**config.mk**
```make
export PLATFORM = sky130hd
export DESIGN_NAME = idiv_iterative
export DESIGN_NICKNAME = d
export VERILOG_FILES = /design/src/idiv_ctrl_pkg.sv /design/src/idiv_dp_pkg.sv /design/src/idiv_iterative.sv /design/src/idiv_datapath.sv /design/src/idiv_controller.sv
export VERILOG_INCLUDE_DIRS = /design/src /design/src/src
export SDC_FILE = /design/constraint.sdc
export NUM_CORES = 1
export LEC_CHECK = 0
export BUFFER_PORTS_ARGS = -buffer_cell sky130_fd_sc_hd__buf_2
export CORE_ASPECT_RATIO = 0.6
export CORE_MARGIN = 3
export CORE_UTILIZATION = 45
export DETAILED_ROUTE_END_ITERATION = 10
export PLACE_DENSITY = 0.66
export RECOVER_POWER = 50
export SYNTH_ARGS = -nofsm -noshare
export SYNTH_HDL_FRONTEND = slang
export SYNTH_SLANG_ARGS = --single-unit
```
**constraint.sdc**
```tcl
create_clock -name clk_i -period 8.9 [get_ports clk_i]
set_input_delay 0.89 -clock clk_i [delete_from_list [all_inputs] [get_ports clk_i]]
set_output_delay 0.89 -clock clk_i [all_outputs]
set_load 0.005 [all_outputs]
```
**src/idiv_params.svh**
```systemverilog
/*
  Width settings for the iterative divider. IDIV_WIDTH may be 8, 16 or 32.
  The step counter must reach IDIV_WIDTH itself, hence the +1.
*/

`ifndef IDIV_PARAMS_SVH
`define IDIV_PARAMS_SVH

// ========================================
// operand width
// ========================================

`define IDIV_WIDTH 32

// ========================================
// derived widths
// ========================================

// counts 0 .. IDIV_WIDTH inclusive during CALC
`define IDIV_CNT_WIDTH ($clog2(`IDIV_WIDTH + 1))

`endif
```
**src/idiv_ctrl_pkg.sv**
```systemverilog
/*
  Controller types. Multiplexer selects are one-hot so that each bit
  picks exactly one source.
*/

package idiv_ctrl_pkg;

    // ========================================
    // controller states
    // ========================================

    typedef enum logic [3:0] {
        WAIT,
        NEG0,
        NEG1,
        SHIFT,
        CALC,
        REPAIR,
        REMAIN,
        QUOT,
        DONE
    } idiv_state_e;

    // ========================================
    // operand multiplexer selects
    // ========================================

    // register A: adder feedback or new divisor
    typedef enum logic [1:0] {
        OPA_FEEDBACK = 2'b01,
        OPA_DIVISOR  = 2'b10
    } opa_sel_e;

    // register B: shifted adder result, adder result, copy of C
    typedef enum logic [2:0] {
        OPB_SHIFT  = 3'b001,
        OPB_ADD    = 3'b010,
        OPB_COPY_C = 3'b100
    } opb_sel_e;

    // register C: shift in a quotient bit, adder result, new dividend
    typedef enum logic [2:0] {
        OPC_SHIFT    = 3'b001,
        OPC_ADD      = 3'b010,
        OPC_DIVIDEND = 3'b100
    } opc_sel_e;

endpackage

```
**src/idiv_dp_pkg.sv**
```systemverilog
/*
  Datapath types. The remainder field is one bit wider than an operand so
  that non-restoring partial remainders keep a valid sign bit.
*/

`include "idiv_params.svh"

package idiv_dp_pkg;

    // operand and result word
    typedef logic [`IDIV_WIDTH-1:0] idiv_word_t;

    // operand with one extra sign bit, width of A, B and the adder
    typedef logic [`IDIV_WIDTH:0] idiv_ext_t;

    // B (partial remainder) sits above C (quotient / dividend bits)
    typedef struct packed {
        idiv_ext_t  rem;
        idiv_word_t quo;
    } idiv_pair_t;

    // ========================================
    // shift word
    // ========================================

    // raw view is shifted left as one word during CALC,
    // parts view feeds register B, register C and the outputs
    typedef union packed {
        logic [2*`IDIV_WIDTH:0] raw;
        idiv_pair_t             parts;
    } idiv_shift_u;

endpackage

```
**src/idiv_iterative.sv**
```systemverilog
/*
  Iterative divider, one quotient bit per cycle. Results are held under
  valid_o until yumi_i. No new request is taken while a result waits.
*/

module idiv_iterative (
    input  logic                    clk_i,
    input  logic                    reset_i,

    input  logic                    valid_i,
    output logic                    ready_and_o,
    input  idiv_dp_pkg::idiv_word_t dividend_i,
    input  idiv_dp_pkg::idiv_word_t divisor_i,
    input  logic                    signed_i,

    output logic                    valid_o,
    output idiv_dp_pkg::idiv_word_t quotient_o,
    output idiv_dp_pkg::idiv_word_t remainder_o,
    input  logic                    yumi_i
);

    import idiv_ctrl_pkg::*;

    // control, controller to datapath
    opa_sel_e opa_sel;
    logic     opa_ld;
    logic     opa_inv;
    logic     opa_clr_l;
    opb_sel_e opb_sel;
    logic     opb_ld;
    logic     opb_inv;
    logic     opb_clr_l;
    opc_sel_e opc_sel;
    logic     opc_ld;
    logic     latch_signed;
    logic     adder_cin;

    // status, datapath to controller
    logic     zero_divisor;
    logic     signed_div_r;
    logic     adder_neg;
    logic     opa_neg;
    logic     opc_neg;

    idiv_controller u_ctrl (
        .clk_i          (clk_i),
        .reset_i        (reset_i),
        .valid_i        (valid_i),
        .ready_and_o    (ready_and_o),
        .zero_divisor_i (zero_divisor),
        .signed_div_r_i (signed_div_r),
        .adder_neg_i    (adder_neg),
        .opa_neg_i      (opa_neg),
        .opc_neg_i      (opc_neg),
        .opa_sel_o      (opa_sel),
        .opa_ld_o       (opa_ld),
        .opa_inv_o      (opa_inv),
        .opa_clr_l_o    (opa_clr_l),
        .opb_sel_o      (opb_sel),
        .opb_ld_o       (opb_ld),
        .opb_inv_o      (opb_inv),
        .opb_clr_l_o    (opb_clr_l),
        .opc_sel_o      (opc_sel),
        .opc_ld_o       (opc_ld),
        .latch_signed_o (latch_signed),
        .adder_cin_o    (adder_cin),
        .valid_o        (valid_o),
        .yumi_i         (yumi_i)
    );

    idiv_datapath u_dp (
        .clk_i          (clk_i),
        .reset_i        (reset_i),
        .dividend_i     (dividend_i),
        .divisor_i      (divisor_i),
        .signed_i       (signed_i),
        .opa_sel_i      (opa_sel),
        .opa_ld_i       (opa_ld),
        .opa_inv_i      (opa_inv),
        .opa_clr_l_i    (opa_clr_l),
        .opb_sel_i      (opb_sel),
        .opb_ld_i       (opb_ld),
        .opb_inv_i      (opb_inv),
        .opb_clr_l_i    (opb_clr_l),
        .opc_sel_i      (opc_sel),
        .opc_ld_i       (opc_ld),
        .latch_signed_i (latch_signed),
        .adder_cin_i    (adder_cin),
        .zero_divisor_o (zero_divisor),
        .signed_div_r_o (signed_div_r),
        .adder_neg_o    (adder_neg),
        .opa_neg_o      (opa_neg),
        .opc_neg_o      (opc_neg),
        .quotient_o     (quotient_o),
        .remainder_o    (remainder_o)
    );

endmodule

```
**src/idiv_datapath.sv**
```systemverilog
/*
  Operand registers and the single adder of the divider. A and B are one bit
  wider than an operand. The remainder ends up in A, the quotient in C.
*/

`include "idiv_params.svh"

module idiv_datapath (
    input  logic                    clk_i,
    input  logic                    reset_i,

    input  idiv_dp_pkg::idiv_word_t dividend_i,
    input  idiv_dp_pkg::idiv_word_t divisor_i,
    input  logic                    signed_i,

    input  idiv_ctrl_pkg::opa_sel_e opa_sel_i,
    input  logic                    opa_ld_i,
    input  logic                    opa_inv_i,
    input  logic                    opa_clr_l_i,

    input  idiv_ctrl_pkg::opb_sel_e opb_sel_i,
    input  logic                    opb_ld_i,
    input  logic                    opb_inv_i,
    input  logic                    opb_clr_l_i,

    input  idiv_ctrl_pkg::opc_sel_e opc_sel_i,
    input  logic                    opc_ld_i,

    input  logic                    latch_signed_i,
    input  logic                    adder_cin_i,

    output logic                    zero_divisor_o,
    output logic                    signed_div_r_o,
    output logic                    adder_neg_o,
    output logic                    opa_neg_o,
    output logic                    opc_neg_o,

    output idiv_dp_pkg::idiv_word_t quotient_o,
    output idiv_dp_pkg::idiv_word_t remainder_o
);

    import idiv_dp_pkg::*;
    import idiv_ctrl_pkg::*;

    idiv_ext_t   opa_r;
    idiv_shift_u bc_r;
    logic        signed_div_r;

    idiv_ext_t   divisor_ext;
    idiv_ext_t   opa_op;
    idiv_ext_t   opb_op;
    idiv_ext_t   add_out;
    idiv_shift_u shift_w;

    idiv_ext_t   opa_mux;
    idiv_ext_t   opb_mux;
    idiv_word_t  opc_mux;

    // ========================================
    // adder
    // ========================================

    // sign extension only for signed requests
    assign divisor_ext = {signed_i & divisor_i[`IDIV_WIDTH-1], divisor_i};

    assign opa_op  = (opa_r ^ {(`IDIV_WIDTH+1){opa_inv_i}})
                   & {(`IDIV_WIDTH+1){opa_clr_l_i}};
    assign opb_op  = (bc_r.parts.rem ^ {(`IDIV_WIDTH+1){opb_inv_i}})
                   & {(`IDIV_WIDTH+1){opb_clr_l_i}};
    assign add_out = opa_op + opb_op + idiv_ext_t'(adder_cin_i);

    // adder result and C move up one place, new quotient bit enters at the bottom
    assign shift_w.raw = {add_out[`IDIV_WIDTH-1:0], bc_r.parts.quo, ~add_out[`IDIV_WIDTH]};

    // ========================================
    // input multiplexers
    // ========================================

    always_comb begin
        case (opa_sel_i)
            OPA_DIVISOR: opa_mux = divisor_ext;
            default:     opa_mux = add_out;
        endcase
    end

    always_comb begin
        case (opb_sel_i)
            OPB_SHIFT: opb_mux = shift_w.parts.rem;
            OPB_ADD:   opb_mux = add_out;
            default:   opb_mux = {1'b0, bc_r.parts.quo};
        endcase
    end

    always_comb begin
        case (opc_sel_i)
            OPC_SHIFT: opc_mux = shift_w.parts.quo;
            OPC_ADD:   opc_mux = add_out[`IDIV_WIDTH-1:0];
            default:   opc_mux = dividend_i;
        endcase
    end

    // ========================================
    // registers
    // ========================================

    always_ff @(posedge clk_i) begin
        if (opa_ld_i) begin
            opa_r <= opa_mux;
        end
        if (opb_ld_i) begin
            bc_r.parts.rem <= opb_mux;
        end
        if (opc_ld_i) begin
            bc_r.parts.quo <= opc_mux;
        end
    end

    always_ff @(posedge clk_i) begin
        if (reset_i) begin
            signed_div_r <= 1'b0;
        end else if (latch_signed_i) begin
            signed_div_r <= signed_i;
        end
    end

    // ========================================
    // status and results
    // ========================================

    assign zero_divisor_o = ~|opa_r;
    assign signed_div_r_o = signed_div_r;
    assign adder_neg_o    = add_out[`IDIV_WIDTH];
    assign opa_neg_o      = opa_r[`IDIV_WIDTH];
    assign opc_neg_o      = bc_r.parts.quo[`IDIV_WIDTH-1];

    assign quotient_o  = bc_r.parts.quo;
    assign remainder_o = opa_r[`IDIV_WIDTH-1:0];

    // A must load the raw divisor in the same cycle that C takes the dividend
    a_dividend_load_clean: assert property (
        @(posedge clk_i) disable iff (reset_i)
        (opc_ld_i && opc_sel_i == OPC_DIVIDEND) |-> opa_clr_l_i)
        else $error("operand A cleared during dividend load");

endmodule

```
**src/idiv_controller.sv**
```systemverilog
/*
  Sequencer of the iterative divider. One operation in flight only.
  Status inputs are read combinationally from the datapath in the same cycle.
*/

`include "idiv_params.svh"

module idiv_controller (
    input  logic                    clk_i,
    input  logic                    reset_i,

    input  logic                    valid_i,
    output logic                    ready_and_o,

    input  logic                    zero_divisor_i,
    input  logic                    signed_div_r_i,
    input  logic                    adder_neg_i,
    input  logic                    opa_neg_i,
    input  logic                    opc_neg_i,

    output idiv_ctrl_pkg::opa_sel_e opa_sel_o,
    output logic                    opa_ld_o,
    output logic                    opa_inv_o,
    output logic                    opa_clr_l_o,

    output idiv_ctrl_pkg::opb_sel_e opb_sel_o,
    output logic                    opb_ld_o,
    output logic                    opb_inv_o,
    output logic                    opb_clr_l_o,

    output idiv_ctrl_pkg::opc_sel_e opc_sel_o,
    output logic                    opc_ld_o,

    output logic                    latch_signed_o,
    output logic                    adder_cin_o,

    output logic                    valid_o,
    input  logic                    yumi_i
);

    import idiv_ctrl_pkg::*;

    localparam logic [`IDIV_CNT_WIDTH-1:0] calc_last = `IDIV_WIDTH;

    idiv_state_e state_r;
    idiv_state_e state_n;

    logic q_neg_r;
    logic r_neg_r;
    logic neg_ld;
    logic add_neg_last_r;

    logic [`IDIV_CNT_WIDTH-1:0] calc_cnt_r;
    logic                       calc_up;
    logic                       calc_done;

    // ========================================
    // sign flags and step counter
    // ========================================

    always_ff @(posedge clk_i) begin
        if (reset_i) begin
            q_neg_r        <= 1'b0;
            r_neg_r        <= 1'b0;
            add_neg_last_r <= 1'b0;
        end else begin
            // picks add or subtract for the next non-restoring step
            add_neg_last_r <= adder_neg_i;
            if (neg_ld) begin
                // operand signs differ, so the quotient is negative
                q_neg_r <= (opa_neg_i ^ opc_neg_i) & signed_div_r_i;
                // remainder follows the dividend
                r_neg_r <= opc_neg_i & signed_div_r_i;
            end
        end
    end

    assign calc_up   = (state_r == CALC) && (calc_cnt_r < calc_last);
    assign calc_done = (calc_cnt_r == calc_last);

    always_ff @(posedge clk_i) begin
        if (reset_i || calc_done) begin
            calc_cnt_r <= '0;
        end else if (calc_up) begin
            calc_cnt_r <= calc_cnt_r + 1'b1;
        end
    end

    // ========================================
    // state machine
    // ========================================

    always_ff @(posedge clk_i) begin
        if (reset_i) begin
            state_r <= WAIT;
        end else begin
            state_r <= state_n;
        end
    end

    always_comb begin
        // subtract after a positive step, add after a negative one
        opa_sel_o      = OPA_FEEDBACK;
        opa_ld_o       = 1'b0;
        opa_inv_o      = ~add_neg_last_r;
        opa_clr_l_o    = 1'b1;
        opb_sel_o      = OPB_SHIFT;
        opb_ld_o       = 1'b0;
        opb_inv_o      = 1'b0;
        opb_clr_l_o    = 1'b1;
        opc_sel_o      = OPC_SHIFT;
        opc_ld_o       = 1'b0;
        adder_cin_o    = ~add_neg_last_r;
        latch_signed_o = 1'b0;
        neg_ld         = 1'b0;
        state_n        = state_r;

        case (state_r)
            WAIT: begin
                opa_sel_o = OPA_DIVISOR;
                opc_sel_o = OPC_DIVIDEND;
                if (valid_i) begin
                    opa_ld_o       = 1'b1;
                    opc_ld_o       = 1'b1;
                    latch_signed_o = 1'b1;
                    state_n        = NEG0;
                end
            end
            NEG0: begin
                // A <= -A for a negative signed divisor, B <= copy of dividend
                opa_inv_o   = 1'b1;
                opb_clr_l_o = 1'b0;
                adder_cin_o = 1'b1;
                opa_ld_o    = opa_neg_i & signed_div_r_i;
                opb_sel_o   = OPB_COPY_C;
                opb_ld_o    = 1'b1;
                neg_ld      = 1'b1;
                state_n     = (opc_neg_i & signed_div_r_i) ? NEG1 : SHIFT;
            end
            NEG1: begin
                // C <= -B, the dividend magnitude
                opa_clr_l_o = 1'b0;
                opb_inv_o   = 1'b1;
                adder_cin_o = 1'b1;
                opc_sel_o   = OPC_ADD;
                opc_ld_o    = 1'b1;
                state_n     = SHIFT;
            end
            SHIFT: begin
                // adder gives zero: clears B and the last adder sign
                opa_clr_l_o = 1'b0;
                opb_clr_l_o = 1'b0;
                adder_cin_o = 1'b0;
                opb_sel_o   = OPB_ADD;
                opb_ld_o    = 1'b1;
                state_n     = CALC;
            end
            CALC: begin
                // the final step keeps the remainder unshifted
                opb_sel_o = calc_done ? OPB_ADD : OPB_SHIFT;
                opb_ld_o  = 1'b1;
                opc_ld_o  = 1'b1;
                if (calc_done) begin
                    state_n = adder_neg_i ? REPAIR : REMAIN;
                end
            end
            REPAIR: begin
                // B <= B + A
                opa_inv_o   = 1'b0;
                adder_cin_o = 1'b0;
                opb_sel_o   = OPB_ADD;
                opb_ld_o    = 1'b1;
                state_n     = REMAIN;
            end
            REMAIN: begin
                // signed remainder moves to A, quotient magnitude to B
                opa_clr_l_o = 1'b0;
                opb_inv_o   = r_neg_r;
                adder_cin_o = r_neg_r;
                opa_ld_o    = 1'b1;
                opb_sel_o   = OPB_COPY_C;
                opb_ld_o    = 1'b1;
                state_n     = (zero_divisor_i || !q_neg_r) ? DONE : QUOT;
            end
            QUOT: begin
                // C <= -B
                opa_clr_l_o = 1'b0;
                opb_inv_o   = 1'b1;
                adder_cin_o = 1'b1;
                opc_sel_o   = OPC_ADD;
                opc_ld_o    = 1'b1;
                state_n     = DONE;
            end
            DONE: begin
                if (yumi_i) begin
                    state_n = WAIT;
                end
            end
            default: begin
                state_n = WAIT;
            end
        endcase
    end

    assign ready_and_o = (state_r == WAIT);
    assign valid_o     = (state_r == DONE);

    // ========================================
    // checks
    // ========================================

    a_no_accept_while_valid: assert property (
        @(posedge clk_i) disable iff (reset_i) !(valid_o && ready_and_o))
        else $error("valid_o and ready_and_o high together");

    a_cnt_in_range: assert property (
        @(posedge clk_i) disable iff (reset_i) calc_cnt_r <= calc_last)
        else $error("step counter beyond operand width");

    a_yumi_needs_valid: assert property (
        @(posedge clk_i) disable iff (reset_i) yumi_i |-> valid_o)
        else $error("yumi_i without valid_o");

endmodule

```
; Word-level counts from Yosys, hierarchy flattened
; Index checks and enable logic that the tools add are counted.
[word_totals]
ff_bits = 112
in_bits = 69
wordCells = 82
output_inout_bits = 66
[op_classes]
addsub = 3
n_reduce_logical = 16
order_cmp = 1
bitwise_logic = 11
n_eq_ne = 17
muxes = 25
[ops]
columns = operator, n
row1 = 33-bit AND, 2
row2 = 33-bit case mux with 2 select lines, 1
row3 = 33-bit bitwise XOR, 2
row4 = 32-bit case mux with 2 select lines, 1
row5 = 4-bit case mux with 9 select lines, 1
row6 = 33-bit by 1-bit adder with 33-bit output, 1
row7 = 33-bit adder, 1
row8 = 33-bit two-way mux, 1
row9 = 33-bit OR reduction, 1
row10 = "4-bit by 3-bit equality test with 1-bit output, second input constant", 4
row11 = 4-bit two-way mux, 4
row12 = 3-bit case mux with 3 select lines, 1
row13 = "4-bit by 2-bit equality test with 1-bit output, second input constant", 2
row14 = 2-bit OR reduction, 4
row15 = 1-bit two-way mux, 7
row16 = "6-bit by 1-bit adder with 6-bit output, second input constant", 1
row17 = "3-bit by 1-bit equality test with 1-bit output, second input constant", 2
row18 = "3-bit by 2-bit equality test with 1-bit output, second input constant", 2
row19 = "6-bit equality test, second input constant", 1
row20 = "6-bit < comparator, second input constant", 1
row21 = 2-bit two-way mux, 3
row22 = 1-bit case mux with 2 select lines, 3
row23 = 1-bit case mux with 3 select lines, 2
row24 = 3-bit case mux with 2 select lines, 1
row25 = other kinds (16), 24

; Longest topological paths before layout
; Gate-level depths: netlist of run 1.
[logic_depth]
depth_word = 10
mapped_depth = 18
mapped_depth_nobuf = 16

; By module
; Synthesis of run 1 repeated with hierarchy kept, for this count alone.
[unflattened]
hier_cells = 882
area_unflattened_um2 = 8236.6
[by_module_without_submodules]
columns = module, instances, cells_each, area_per_inst_um2, seq_area_each_um2
row1 = idiv_datapath, 1, 757, 7307.0, 2962.8
row2 = idiv_controller, 1, 125, 929.6, 260.2

; Worst setup path after synthesis of run 1
; OpenSTA, ideal clock, no wires.
[synth_timing]
path_kind = input port to flip-flop
from = in valid_i
to = reg u_dp.bc_r[0] in the netlist's numbering (enable)
path_buffers = 0
setup_time_ns = 0.594
slack_ns = 2.168
path_stages = 4
arrival_time_ns = 6.138
required_time_ns = 8.306
cell_sequence = nor2_1 -> nor2_1 -> nor2_1 -> a2111oi_0
[synth_via]
elab_chain_len = 2
[synth_rtl]
columns = element, line
row1 = from (decl), idiv_iterative.sv:10  ; input logic valid_i,
row2 = 1-bit two-way mux, idiv_controller.sv:122  ; if (valid_i) begin
row3 = 1-bit case mux with 2 select lines, idiv_controller.sv:118  ; case (state_r)
row4 = via opc_ld, idiv_iterative.sv:34  ; logic opc_ld;
row5 = to (decl), idiv_datapath.sv:46  ; idiv_shift_u bc_r;
; The timed path passes the listed nets, and every way through them passes these cells.
; A chain may end at the register's enable or synchronous reset.

; Final worst setup path of run 1
[layout_timing]
from = reg u_ctrl.state_r[0]
to = reg u_dp.opa_r[32] (data pin)
[layout_via]
elab_chain_len = 8
elab_cells_between_ends = 26
cone_classes = 2 x add/sub / 7 x eq/ne / 7 x mux / 4 x bitwise / 6 x reduce/logical
[layout_rtl]
columns = element, line
row1 = from (decl), idiv_controller.sv:45  ; idiv_state_e state_r;
row2 = from (signal assigned), idiv_controller.sv:97  ; state_r <= state_n;
row3 = 4-bit by 2-bit equality test with 1-bit output / 4-bit by 3-bit equality test with 1-bit output (equally long branches), idiv_controller.sv:118
row4 = 2-bit OR reduction (no source line), -
row5 = 1-bit case mux with 2 select lines, idiv_controller.sv:118
row6 = 33-bit bitwise XOR, idiv_datapath.sv:68  ; assign opb_op = (bc_r.parts.rem ^ {(`IDIV_WIDTH+1){opb_inv_i}})
row7 = 33-bit AND, idiv_datapath.sv:68
row8 = 33-bit adder, idiv_datapath.sv:70  ; assign add_out = opa_op + opb_op + idiv_ext_t'(adder_cin_i);
row9 = 33-bit by 1-bit adder with 33-bit output, idiv_datapath.sv:70
row10 = 33-bit two-way mux (*), idiv_datapath.sv:80  ; case (opa_sel_i)
row11 = via u_dp.opa_mux[32], idiv_datapath.sv:55  ; idiv_ext_t opa_mux;
row12 = to (signal assigned), idiv_datapath.sv:108  ; opa_r <= opa_mux;
row13 = to (decl), idiv_datapath.sv:45  ; idiv_ext_t opa_r;
; Mark *: on every way through the listed nets, which the timed path passes. The rest lies on a longest branch.

==> results of run 1 <==
layout make-up:
type | instances | area (µm²)
Multi-Input combinational cell | 639 | 4190
Clock inverter | 7 | 75.1
Fill cell | 1583 | 7870
Clock buffer | 9 | 225
Inverter | 13 | 48.8
Timing Repair Buffer | 146 | 709
Tap cell | 228 | 285
Sequential cell | 112 | 3220
worst min-delay path, stage by stage, from the launching register on:
cell and delay (ns):
dfxtp_1 0.32, o21ai_0 0.07, a21oi_1 0.06
sequential cells by signal, summed over array words and instances (netlist names):
register / flops
u_dp.bc_r: 65
u_dp.opa_r: 33
u_ctrl.calc_cnt_r: 6
u_ctrl.q_neg_r: 1
u_dp.signed_div_r_o: 1
u_ctrl.state_r: 4
u_ctrl.add_neg_last_r: 1
u_ctrl.r_neg_r: 1
through the flow:
stage	instance area (µm²)	worst slack, ns	std cells
finish	8750	3.48	1154
floorplan	7840	2.17	845
CTS	8820	3.56	1154
global route	8750	3.11	1154
detailed placement	8520	3.58	1138
global placement	8520	3.70	1138
kinds of logic (layout without fill, tap and decap cells):
logic type / count (synthesis) / count (layout)
mux: 6 / 6
buf+inv: 94 / 175
simple gates: 255 / 255
compound gates: 241 / 241
xor+xnor: 102 / 102
flops: 112 / 112
fa+ha+maj: 35 / 35
how the worst max path moves through the flow:
stage                              startpoint                  endpoint  slack, ns
3_5_place_dp   u_ctrl.state_r[2]$_SDFFE_PP0P_  u_dp.opa_r[32]$_DFFE_PP_       3.58
2_1_floorplan                         valid_i    u_dp.bc_r[0]$_DFFE_PP_       2.17
3_3_place_gp   u_ctrl.state_r[0]$_SDFFE_PP0P_  u_dp.opa_r[32]$_DFFE_PP_       3.70
4_1_cts        u_ctrl.state_r[2]$_SDFFE_PP0P_  u_dp.opa_r[32]$_DFFE_PP_       3.56
6_report       u_ctrl.state_r[0]$_SDFFE_PP0P_  u_dp.opa_r[32]$_DFFE_PP_       3.48
5_1_grt        u_ctrl.state_r[0]$_SDFFE_PP0P_  u_dp.opa_r[32]$_DFFE_PP_       3.11
per-layer routing:
| layer | GRT usage, % | wire, µm | part of all wire (%) |
|---|---|---|---|
| met5 | 0 | 0 | 0 |
| met4 | 3.36 | 144 | 0.59 |
| met3 | 8.18 | 3840 | 16 |
| met2 | 27.4 | 7780 | 32 |
| met1 | 44.4 | 12500 | 51 |
layout by cell type, fill, tap and decap left out, types with 10 or more instances in the layout:
cell type  count
buf_2        102
nor2_1        99
edfxtp_1      98
nand2_1       84
o21ai_0       79
xnor2_1       78
a21oi_1       35
clkbuf_1      34
ha_1          33
o221ai_1      28
a22oi_1       28
xor2_1        24
a21o_1        14
dfxtp_1       14
inv_1         13
nand3_1       11
nand2b_1      10
==> summary.md, run 1 <==
| Metric | Value |
|---|---|
| Status | `complete, but fails checks` |
| Violated checks | `capacitance limit, slew limit` |
| CTS tree | `done` |
| Worst endpoint required time | `8.94 ns` |
| Adder-cell share of the synthesized area | `5.78%` |
| TNS Setup | `0 ns` |
| Synthesized area | `0.00784 mm²` |
| Worst path max stage delay | `0.66 ns` |
| Die H | `108 µm` |
| Antenna violations before repair | `0` |
| Worst min path class | `flop to flop` |
| Worst slew pin tran | `1.76 ns` |
| Synth Area per Inst | `9.28 µm²` |
| Cell mode on critical path | `fa_1` |
| Crit-path leading delay family | `compound AO/OA/AOI/OAI gates` |
| WS Path Type | `flop to flop` |
| Worst-path fanout max | `32` |
| Root Driver | `clkbuf_16` |
| Prevailing post-synth register cell | `edfxtp_1` |
| Syn_nets | `949` |
| First-pass GRT wire length | `36200 µm` |
| Slew headroom | `-17.6%` |
| Starting Density | `47.2%` |
| DPL Wire Length | `18400 µm` |
| CTS Hold Bufs | `0` |
| Tcrit/Tclk final | `60.9%` |
| Detailed Route WL | `24200 µm` |
| Clock sinks | `112` |
| Yosys warnings | `0` |
| WL per Instance | `21.0 µm` |
| WHS Path Cells | `2` |
| Gr usage total | `25.0%` |
| Global route total overflow | `0` |
| Layout cells sized above 1 | `16.0%` |
| Critical-path top delay cell | `dfxtp_1` |
| Drt drc | `0` |
| Initial DRC Count | `916` |
| Cell count after synthesis | `845` |
| Max frequency | `185 MHz` |
| Layout Nets | `1025` |
| Post-synthesis compound-gate area fraction | `20.5%` |
| Seq/Total Area, Yosys | `41.1%` |
| Final core utilization | `52.7%` |
| IO Count | `135` |
| Finish-stage setup viols | `0` |
| DRT Pass-1 Iters | `5` |
| Hold Slack | `0.494 ns` |
| Unrepaired setup endpoints after global routing | `false` |
| Critical path buffer and inverter count | `1` |
| Hold Crit Endpoint | `u_ctrl.q_neg_r$_SDFFE_PP0P_` |
| Mux share of post-synthesis cell area | `0.798%` |
| Pin count of the biggest net entering global routing | `59` |
| CP cell instances | `nand2b_1, nor2_1, mux2i_4, buf_4, xor2_1, nand2_1, fa_1, fa_1, nor2b_1, o31a_1, or4b_4, a21oi_4, o31ai_2, a211o_1, a21oi_2, xnor2_1, o21ai_0` |
| Most instantiated library cell after synthesis | `nor2_1` |
| Final Hold Viols | `0` |
| Critical path depth | `17` |
| Area leader, netlist | `edfxtp_1` |
| Clock slew at reported path FFs | `0.09 ns` |
| Largest family of logic cells by synthesized area | `compound AO/OA/AOI/OAI gates` |
| Reg-to-reg endpoint | `u_dp.opa_r[32]$_DFFE_PP_` |
| Via count | `6770` |
| Slew Viols, Final | `81` |
| Core area | `0.0166 mm²` |
| Top cells by area, synth | `edfxtp_1, xnor2_1, ha_1` |
| Asr flop ratio synth | `0%` |
| Post-cts sizing count | `0` |
| Number of flops mapped to enable cells by yosys | `98` |
| Simple-Gate Fraction of Synth Area | `14.3%` |
| Minimum clock period | `5.42 ns` |
| CTS HTree Levels | `3` |
| IO buf count | `134` |
| Die width | `176 µm` |
| Cts bufs inserted | `9` |
| Top cell type's share of synthesized area | `37.5%` |
| Clock skew | `0.0124 ns` |
| Clk buf depth | `2` |
| Row count | `36` |
| Hold path startpoint | `u_ctrl.q_neg_r$_SDFFE_PP0P_` |
| CP Launch Type | `flop` |
| Vias in the first global route | `6006` |
| Clk Latency, worst-skew pair | `0.35 ns` |
| Worst setup EP type | `flop` |
| Antenna Nets Post-Route | `0` |
| Gpl congestion | `0.948` |
| Die area | `0.0191 mm²` |
| Xor/xnor share of the synthesized area | `11.4%` |
| Synth-to-Final Area Change | `11.7%` |
| Synth unique cells | `56` |
| CP arrival | `5.46 ns` |
| Vias per inst | `5.87` |
| Number of diodes | `0` |
| Reg-to-reg startpoint | `u_ctrl.state_r[0]$_SDFFE_PP0P_` |
| Post-synth top cells | `nor2_1, edfxtp_1, nand2_1` |
| R2R cell count | `17` |
| Post-synthesis register bit count | `112` |
| Max-capacitance violation count | `4` |
| Post-CTS Setup Inserts | `0` |
| FF-to-FF setup slack | `3.48 ns` |
Power of run 1 is not shown: default switching activity piles up to over one toggle a cycle in this logic, so the estimate is an artifact.
==> run 2, diff against run 1 <==
- PLACE_DENSITY: 0.66 -> 0.69
- clock period: 8.9 -> 4.6 ns (I/O delays scaled with it)
==> run 2 against run 1 <==
Effect of this change:
- the flow still finishes with violations (capacitance limit, slew limit)
- register-to-register slack worse by 3.3 ns
- non-clock buffer count up 48
- via count up 3.4%
- sequential share of layout area down 1.9 points
- critical path depth down 2
- sequential cell count unchanged
- routed wire length up 3.4%
- cell area up 5.4%
- hold slack worse by 0.12 ns
- die area unchanged
- core utilization up 2.8 points
- critical path type unchanged
==> summary.md, run 2 (synthesis gave the netlist of run 1 again) <==
| Metric | Value |
|---|---|
| WHS Path Cells | `3 (was 2)` |
| IO buf count | `134 (unchanged)` |
| Gr usage total | `26.1% (was 25.0%)` |
| Max reg flops | `65 (unchanged)` |
| Worst slew pin tran | `1.85 ns (was 1.76 ns)` |
| Area of the multi-input gates | `0.00427 mm² (was 0.00419 mm²)` |
| Gpl congestion | `1.00 (was 0.948)` |
| Worst endpoint required time | `4.71 ns (was 8.94 ns)` |
| Top reg by flops | `u_dp.bc_r (unchanged)` |
| Fill count | `1529 (was 1583)` |
| Dpl cells | `1186 (was 1138)` |
| Status | `complete, but fails checks (unchanged)` |
| Clock slew at reported path FFs | `0.08 ns (was 0.09 ns)` |
| Layout cells sized above 1 | `21.6% (was 16.0%)` |
| Antenna Nets Post-Route | `0 (unchanged)` |
| IO Count | `135 (unchanged)` |
| Unrepaired setup endpoints after global routing | `false (unchanged)` |
| TNS Setup | `0 ns (unchanged)` |
| Synth-to-Final Area Change | `17.7% (was 11.7%)` |
| First-pass GRT wire length | `37400 µm (was 36200 µm)` |
| Area occupied by registers | `0.00322 mm² (about the same)` |
| Hold path startpoint | `signed_i (was u_ctrl.q_neg_r$_SDFFE_PP0P_)` |
| CP arrival | `4.55 ns (was 5.46 ns)` |
| CTS Hold Bufs | `0 (unchanged)` |
| CTS tree | `done (unchanged)` |
| Final Hold Viols | `0 (unchanged)` |
| Vias in the first global route | `6186 (was 6006)` |
| Reg-to-reg startpoint | `u_ctrl.state_r[1]$_SDFFE_PP0P_ (was u_ctrl.state_r[0]$_SDFFE_PP0P_)` |
| Core area | `0.0166 mm² (unchanged)` |
| GRT Max-Usage Layer | `met1 (unchanged)` |
| Hold Crit Endpoint | `u_dp.signed_div_r_o$_SDFFE_PP0P_ (was u_ctrl.q_neg_r$_SDFFE_PP0P_)` |
| Initial DRC Count | `904 (was 916)` |
| Die width | `176 µm (unchanged)` |
| Final Instance Area | `0.00923 mm² (was 0.00875 mm²)` |
| Global route total overflow | `0 (unchanged)` |
| Layout Nets | `1073 (was 1025)` |
| WS Path Type | `flop to flop (unchanged)` |
| Finish-stage setup viols | `0 (unchanged)` |
| Crit-path leading delay family | `compound AO/OA/AOI/OAI gates (unchanged)` |
| Minimum clock period | `4.45 ns (was 5.42 ns)` |
| Pin count of the biggest net entering global routing | `72 (was 59)` |
| Die H | `108 µm (unchanged)` |
| Worst-path fanout max | `31 (was 32)` |
| Reg-to-reg endpoint | `u_dp.bc_r[0]$_DFFE_PP_ (was u_dp.opa_r[32]$_DFFE_PP_)` |
| Worst path max stage delay | `0.50 ns (was 0.66 ns)` |
| Grt met2 use | `27.4% (about the same)` |
| Clk buf depth | `2 (unchanged)` |
| Violated checks | `capacitance limit, slew limit (unchanged)` |
| Number of diodes | `0 (unchanged)` |
| CP Launch Type | `flop (unchanged)` |
| Cts bufs inserted | `9 (unchanged)` |
| FF-to-FF setup slack | `0.15 ns (was 3.48 ns)` |
| Clock sinks | `112 (unchanged)` |
| Slew headroom | `-23.0% (was -17.6%)` |
| Row count | `36 (unchanged)` |
| Commonest non-fill, non-tap cells in the layout | `buf_2, edfxtp_1, nor2_1 (was buf_2, nor2_1, edfxtp_1)` |
| Root Driver | `clkbuf_16 (unchanged)` |
| DPL Wire Length | `19200 µm (was 18400 µm)` |
| Cell mode on critical path | `xnor2_1 (was fa_1)` |
| WL per Instance | `20.8 µm (was 21.0 µm)` |
| DRT Pass-1 Iters | `6 (was 5)` |
| CTS HTree Levels | `3 (unchanged)` |
| Tcrit/Tclk final | `96.7% (was 60.9%)` |
| Post-CTS Setup Inserts | `0 (unchanged)` |
| Worst setup EP type | `flop (unchanged)` |
| Detailed Route WL | `25100 µm (was 24200 µm)` |
| CP cell instances | `nand2b_1, a211oi_4, buf_12, xnor2_1, nor2_1, ha_1, nor2b_1, o31a_1, or4b_4, a21oi_4, o31ai_4, a211o_1, a21oi_2, xnor2_1, a221o_1 (was nand2b_1, nor2_1, mux2i_4, buf_4, xor2_1, nand2_1, fa_1, fa_1, nor2b_1, o31a_1, or4b_4, a21oi_4, o31ai_2, a211o_1, a21oi_2, xnor2_1, o21ai_0)` |
| Slew Viols, Final | `67 (was 81)` |
| Max-capacitance violation count | `2 (was 4)` |
| Clk Latency, worst-skew pair | `0.36 ns (was 0.35 ns)` |
| Antenna violations before repair | `0 (unchanged)` |
| Via count | `7003 (was 6770)` |
| Clock skew | `0.0123 ns (was 0.0124 ns)` |
| Critical-path top delay cell | `or4b_4 (was dfxtp_1)` |
| Max frequency | `225 MHz (was 185 MHz)` |
| Worst min path class | `input port to flop (was flop to flop)` |
| Critical path buffer and inverter count | `1 (unchanged)` |
| Vias per inst | `5.83 (was 5.87)` |
| Met3 GRT Util | `10.5% (was 8.18%)` |
| Starting Density | `47.2% (unchanged)` |
| Die area | `0.0191 mm² (unchanged)` |
| Met1 Use GR | `45.8% (was 44.4%)` |
| Regs by FF count | `u_dp.bc_r: 65 flops, u_dp.opa_r: 33 flops, u_ctrl.calc_cnt_r: 6 flops (unchanged)` |
| Most common cell after layout, fill and taps aside | `buf_2 (unchanged)` |
| Layout Cells excl Fill | `1202 (was 1154)` |
| R2R cell count | `15 (was 17)` |
| Hold Slack | `0.374 ns (was 0.494 ns)` |
| Drt drc | `0 (unchanged)` |
| Area after DPL | `0.00893 mm² (was 0.00852 mm²)` |
==> run 2: worst max-delay path by stage <==
stage                                               from                      end  slack, ns  cells after the start
after floorplan           u_ctrl.state_r[2]$_SDFFE_PP0P_   u_dp.bc_r[0]$_DFFE_PP_       0.03                     17
final                     u_ctrl.state_r[1]$_SDFFE_PP0P_   u_dp.bc_r[0]$_DFFE_PP_       0.15                     15
after CTS                 u_ctrl.state_r[0]$_SDFFE_PP0P_  u_dp.bc_r[60]$_DFFE_PP_       0.11                     18
after detailed placement  u_ctrl.state_r[0]$_SDFFE_PP0P_  u_dp.bc_r[59]$_DFFE_PP_       0.14                     18
after global placement    u_ctrl.state_r[0]$_SDFFE_PP0P_  u_dp.bc_r[60]$_DFFE_PP_        0.1                     18
after global routing      u_ctrl.state_r[1]$_SDFFE_PP0P_   u_dp.bc_r[0]$_DFFE_PP_       0.02                     15
==> run 2: area by class of cell <==
class | count | share of cell area (%)
Clock buffer | 10 | 2.48
Clock inverter | 6 | 0.678
Inverter | 13 | 0.529
Multi-Input combinational cell | 639 | 46.2
Sequential cell | 112 | 34.9
Tap cell | 228 | 3.09
Timing Repair Buffer | 194 | 12.0
==> run 2: layer usage <==
metal,vias to the layer above,part of all wire (%),routed length (µm)
li1,3300,-,-
met1,3251,53,13200
met2,432,31,7750
met3,20,15,3840
met4,0,1.0,259
met5,-,0,0
==> run 2: through the flow <==
step	utilization, %	worst slack [ns]
floorplan	-	0.0293
global placement	53.7	0.0994
detailed placement	53.7	0.145
CTS	55.5	0.105
global route	55.5	0.0207
finish	55.5	0.152
==> run 2: timing repair <==
action	CTS	global route
hold endpoints to repair	0	0
setup endpoints to repair	0	38
gates resized for setup	0	13
==> run 2: worst min-delay path, cell delays in order <==
cell and delay (ns):
buf_2 0.11, nand3_1 0.06, a21oi_1 0.06
Power of run 2 is left out for the same reason.
==> run 3, diff against run 2 <==
- GPL_TIMING_DRIVEN: default -> 0
==> run 3 against run 2 <==
Effect of this change:
- final cell count up 2.7%
- setup slack lost 0.0098 ns
- routed wire length grew 2.0%
- core utilization up 1.9 points
- hold slack worse by 0.00063 ns
- clock skew is 0.00096 ns higher
- first-iteration DRC count grew 8.7%
- non-clock buffer count increased by 33
- critical path depth grew 2
- the run now ends clean
==> summary.md, run 3 (synthesis gave the netlist of run 1 again) <==
| Metric | Value |
|---|---|
| CTS tree | `done (unchanged)` |
| Final Hold Viols | `0 (unchanged)` |
| FF-to-FF setup slack | `0.14 ns (was 0.15 ns)` |
| Antenna Nets Post-Route | `0 (unchanged)` |
| Detailed Route WL | `25600 µm (was 25100 µm)` |
| Row count | `36 (unchanged)` |
| IO Count | `135 (unchanged)` |
| Initial DRC Count | `983 (was 904)` |
| Cell mode on critical path | `clkbuf_4 (was xnor2_1)` |
| Antenna violations before repair | `0 (unchanged)` |
| Final Instance Area | `0.00954 mm² (was 0.00923 mm²)` |
| Slew headroom | `38.4% (was -23.0%)` |
| Cts bufs inserted | `9 (unchanged)` |
| Tcrit/Tclk final | `96.9% (was 96.7%)` |
| DPL Wire Length | `20300 µm (was 19200 µm)` |
| Worst-path fanout max | `10 (was 31)` |
| Top reg by flops | `u_dp.bc_r (unchanged)` |
| WS Path Type | `flop to flop (unchanged)` |
| Drt drc | `0 (unchanged)` |
| Gr usage total | `26.0% (was 26.1%)` |
| CTS Hold Bufs | `0 (unchanged)` |
| R2R cell count | `17 (was 15)` |
| Pin count of the biggest net entering global routing | `34 (was 72)` |
| First-pass GRT wire length | `37200 µm (was 37400 µm)` |
| Clock sinks | `112 (unchanged)` |
| Status | `completed (was complete, but fails checks)` |
| Most common cell after layout, fill and taps aside | `buf_2 (unchanged)` |
| Clock skew | `0.0133 ns (was 0.0123 ns)` |
| Slew Viols, Final | `0 (was 67)` |
| Vias per inst | `5.77 (was 5.83)` |
| Via count | `7128 (was 7003)` |
| Global route total overflow | `0 (unchanged)` |
| WL per Instance | `20.7 µm (was 20.8 µm)` |
| Die H | `108 µm (unchanged)` |
| Starting Density | `47.2% (unchanged)` |
| IO buf count | `133 (was 134)` |
| Regs by FF count | `u_dp.bc_r: 65 flops, u_dp.opa_r: 33 flops, u_ctrl.calc_cnt_r: 6 flops (unchanged)` |
| Root Driver | `clkbuf_16 (unchanged)` |
| CTS HTree Levels | `3 (unchanged)` |
| Worst path max stage delay | `0.38 ns (was 0.50 ns)` |
| CP cell instances | `clkbuf_4, nor2b_4, a211oi_1, buf_4, clkbuf_4, xnor2_1, nor2_1, ha_2, and3_1, and2_1, a32o_1, a211oi_2, o31ai_4, a211o_1, a21oi_4, xnor2_4, a221o_1 (was nand2b_1, a211oi_4, buf_12, xnor2_1, nor2_1, ha_1, nor2b_1, o31a_1, or4b_4, a21oi_4, o31ai_4, a211o_1, a21oi_2, xnor2_1, a221o_1)` |
| Clk buf depth | `2 (unchanged)` |
| Reg-to-reg endpoint | `u_dp.bc_r[0]$_DFFE_PP_ (unchanged)` |
| Critical-path top delay cell | `ha_2 (was or4b_4)` |
| CP arrival | `4.57 ns (was 4.55 ns)` |
| Area after DPL | `0.00888 mm² (was 0.00893 mm²)` |
| Clock slew at reported path FFs | `0.08 ns (about the same)` |
| Layout Nets | `1106 (was 1073)` |
| CP Launch Type | `flop (unchanged)` |
| DRT Pass-1 Iters | `7 (was 6)` |
| Worst slew pin tran | `0.917 ns (was 1.85 ns)` |
| Max frequency | `224 MHz (was 225 MHz)` |
| Reg-to-reg startpoint | `u_ctrl.state_r[2]$_SDFFE_PP0P_ (was u_ctrl.state_r[1]$_SDFFE_PP0P_)` |
| Layout cells sized above 1 | `24.6% (was 21.6%)` |
| Minimum clock period | `4.46 ns (was 4.45 ns)` |
| Worst setup EP type | `flop (unchanged)` |
| Gpl congestion | `1.02 (was 1.00)` |
| Worst endpoint required time | `4.71 ns (about the same)` |
| Finish-stage setup viols | `0 (unchanged)` |
| Synth-to-Final Area Change | `21.7% (was 17.7%)` |
| Core area | `0.0166 mm² (unchanged)` |
| Commonest non-fill, non-tap cells in the layout | `buf_2, edfxtp_1, nor2_1 (unchanged)` |
| Die area | `0.0191 mm² (unchanged)` |
| Max-capacitance violation count | `0 (was 2)` |
| Max reg flops | `65 (unchanged)` |
| End point of the critical path | `u_dp.bc_r[0]$_DFFE_PP_ (unchanged)` |
| Number of diodes | `0 (unchanged)` |
| Clk Latency, worst-skew pair | `0.35 ns (was 0.36 ns)` |
| Die width | `176 µm (unchanged)` |
| Vias in the first global route | `6253 (was 6186)` |
| Worst Setup SP | `u_ctrl.state_r[2]$_SDFFE_PP0P_ (was u_ctrl.state_r[1]$_SDFFE_PP0P_)` |
| Worst min path class | `input port to flop (unchanged)` |
-- run 3: through the flow --
stage / setup WS, ns / instances / util (%) / setup TNS, ns / hold WS, ns
floorplan: 0.0293 / 845 / - / 0 / 0.446
global placement: -1.04 / 1206 / 52.9 / -40.57 / 0.462
finish: 0.143 / 1235 / 57.4 / 0 / 0.373
detailed placement: -1.06 / 1209 / 53.4 / -41.41 / 0.476
global route: -0.00952 / 1235 / 57.4 / -0.00952 / 0.357
CTS: 0.00170 / 1226 / 56.1 / 0 / 0.368
-- run 3: how the worst min path moves through the flow --
| stage | depth (start not counted) | to | slack [ns] | start |
|---|---|---|---|---|
| 4_1_cts | 3 | u_dp.signed_div_r_o$_SDFFE_PP0P_ | 0.37 | signed_i |
| 3_3_place_gp | 2 | u_ctrl.r_neg_r$_SDFFE_PP0P_ | 0.46 | u_ctrl.r_neg_r$_SDFFE_PP0P_ |
| 2_1_floorplan | 2 | u_ctrl.q_neg_r$_SDFFE_PP0P_ | 0.45 | u_ctrl.q_neg_r$_SDFFE_PP0P_ |
| 6_report | 3 | u_dp.signed_div_r_o$_SDFFE_PP0P_ | 0.37 | signed_i |
| 5_1_grt | 3 | u_dp.signed_div_r_o$_SDFFE_PP0P_ | 0.36 | signed_i |
| 3_5_place_dp | 2 | u_ctrl.r_neg_r$_SDFFE_PP0P_ | 0.48 | u_ctrl.r_neg_r$_SDFFE_PP0P_ |
-- run 3: final cells by class --
cell class	instances	area (µm²)
timing repair buffer	148	791
clock inverter	7	71.3
sequential	112	3230
inverter	13	48.8
multi-input combinational	639	4430
fill	1496	7080
clock buffer	9	225
tap	228	285
buffer	79	467
-- run 3: repair_timing --
action	4_1_cts	5_1_grt
buffers inserted	3	9
pin swaps	1	6
resized for setup	35	38
endpoints found under the setup margin	77	55
-- run 3: routing by layer --
metal / GRT usage, % / up-vias / part of all wire, %
met1: 43.1 / 3278 / 49
met2: 30.8 / 462 / 35
li1: - / 3370 / -
met4: 3.53 / 0 / 0.75
met3: 10.5 / 18 / 16
met5: 0 / - / 0
-- run 3: critical path: cells and delay by family, from the launching register on --
family          cells  cell delay, ns
simple gates        4            0.79
compound gates      7            1.79
buf+inv             3            0.66
flops               1            0.33
xor+xnor            2            0.25
fa+ha+maj           1            0.38
Power of run 3 is left out for the same reason.
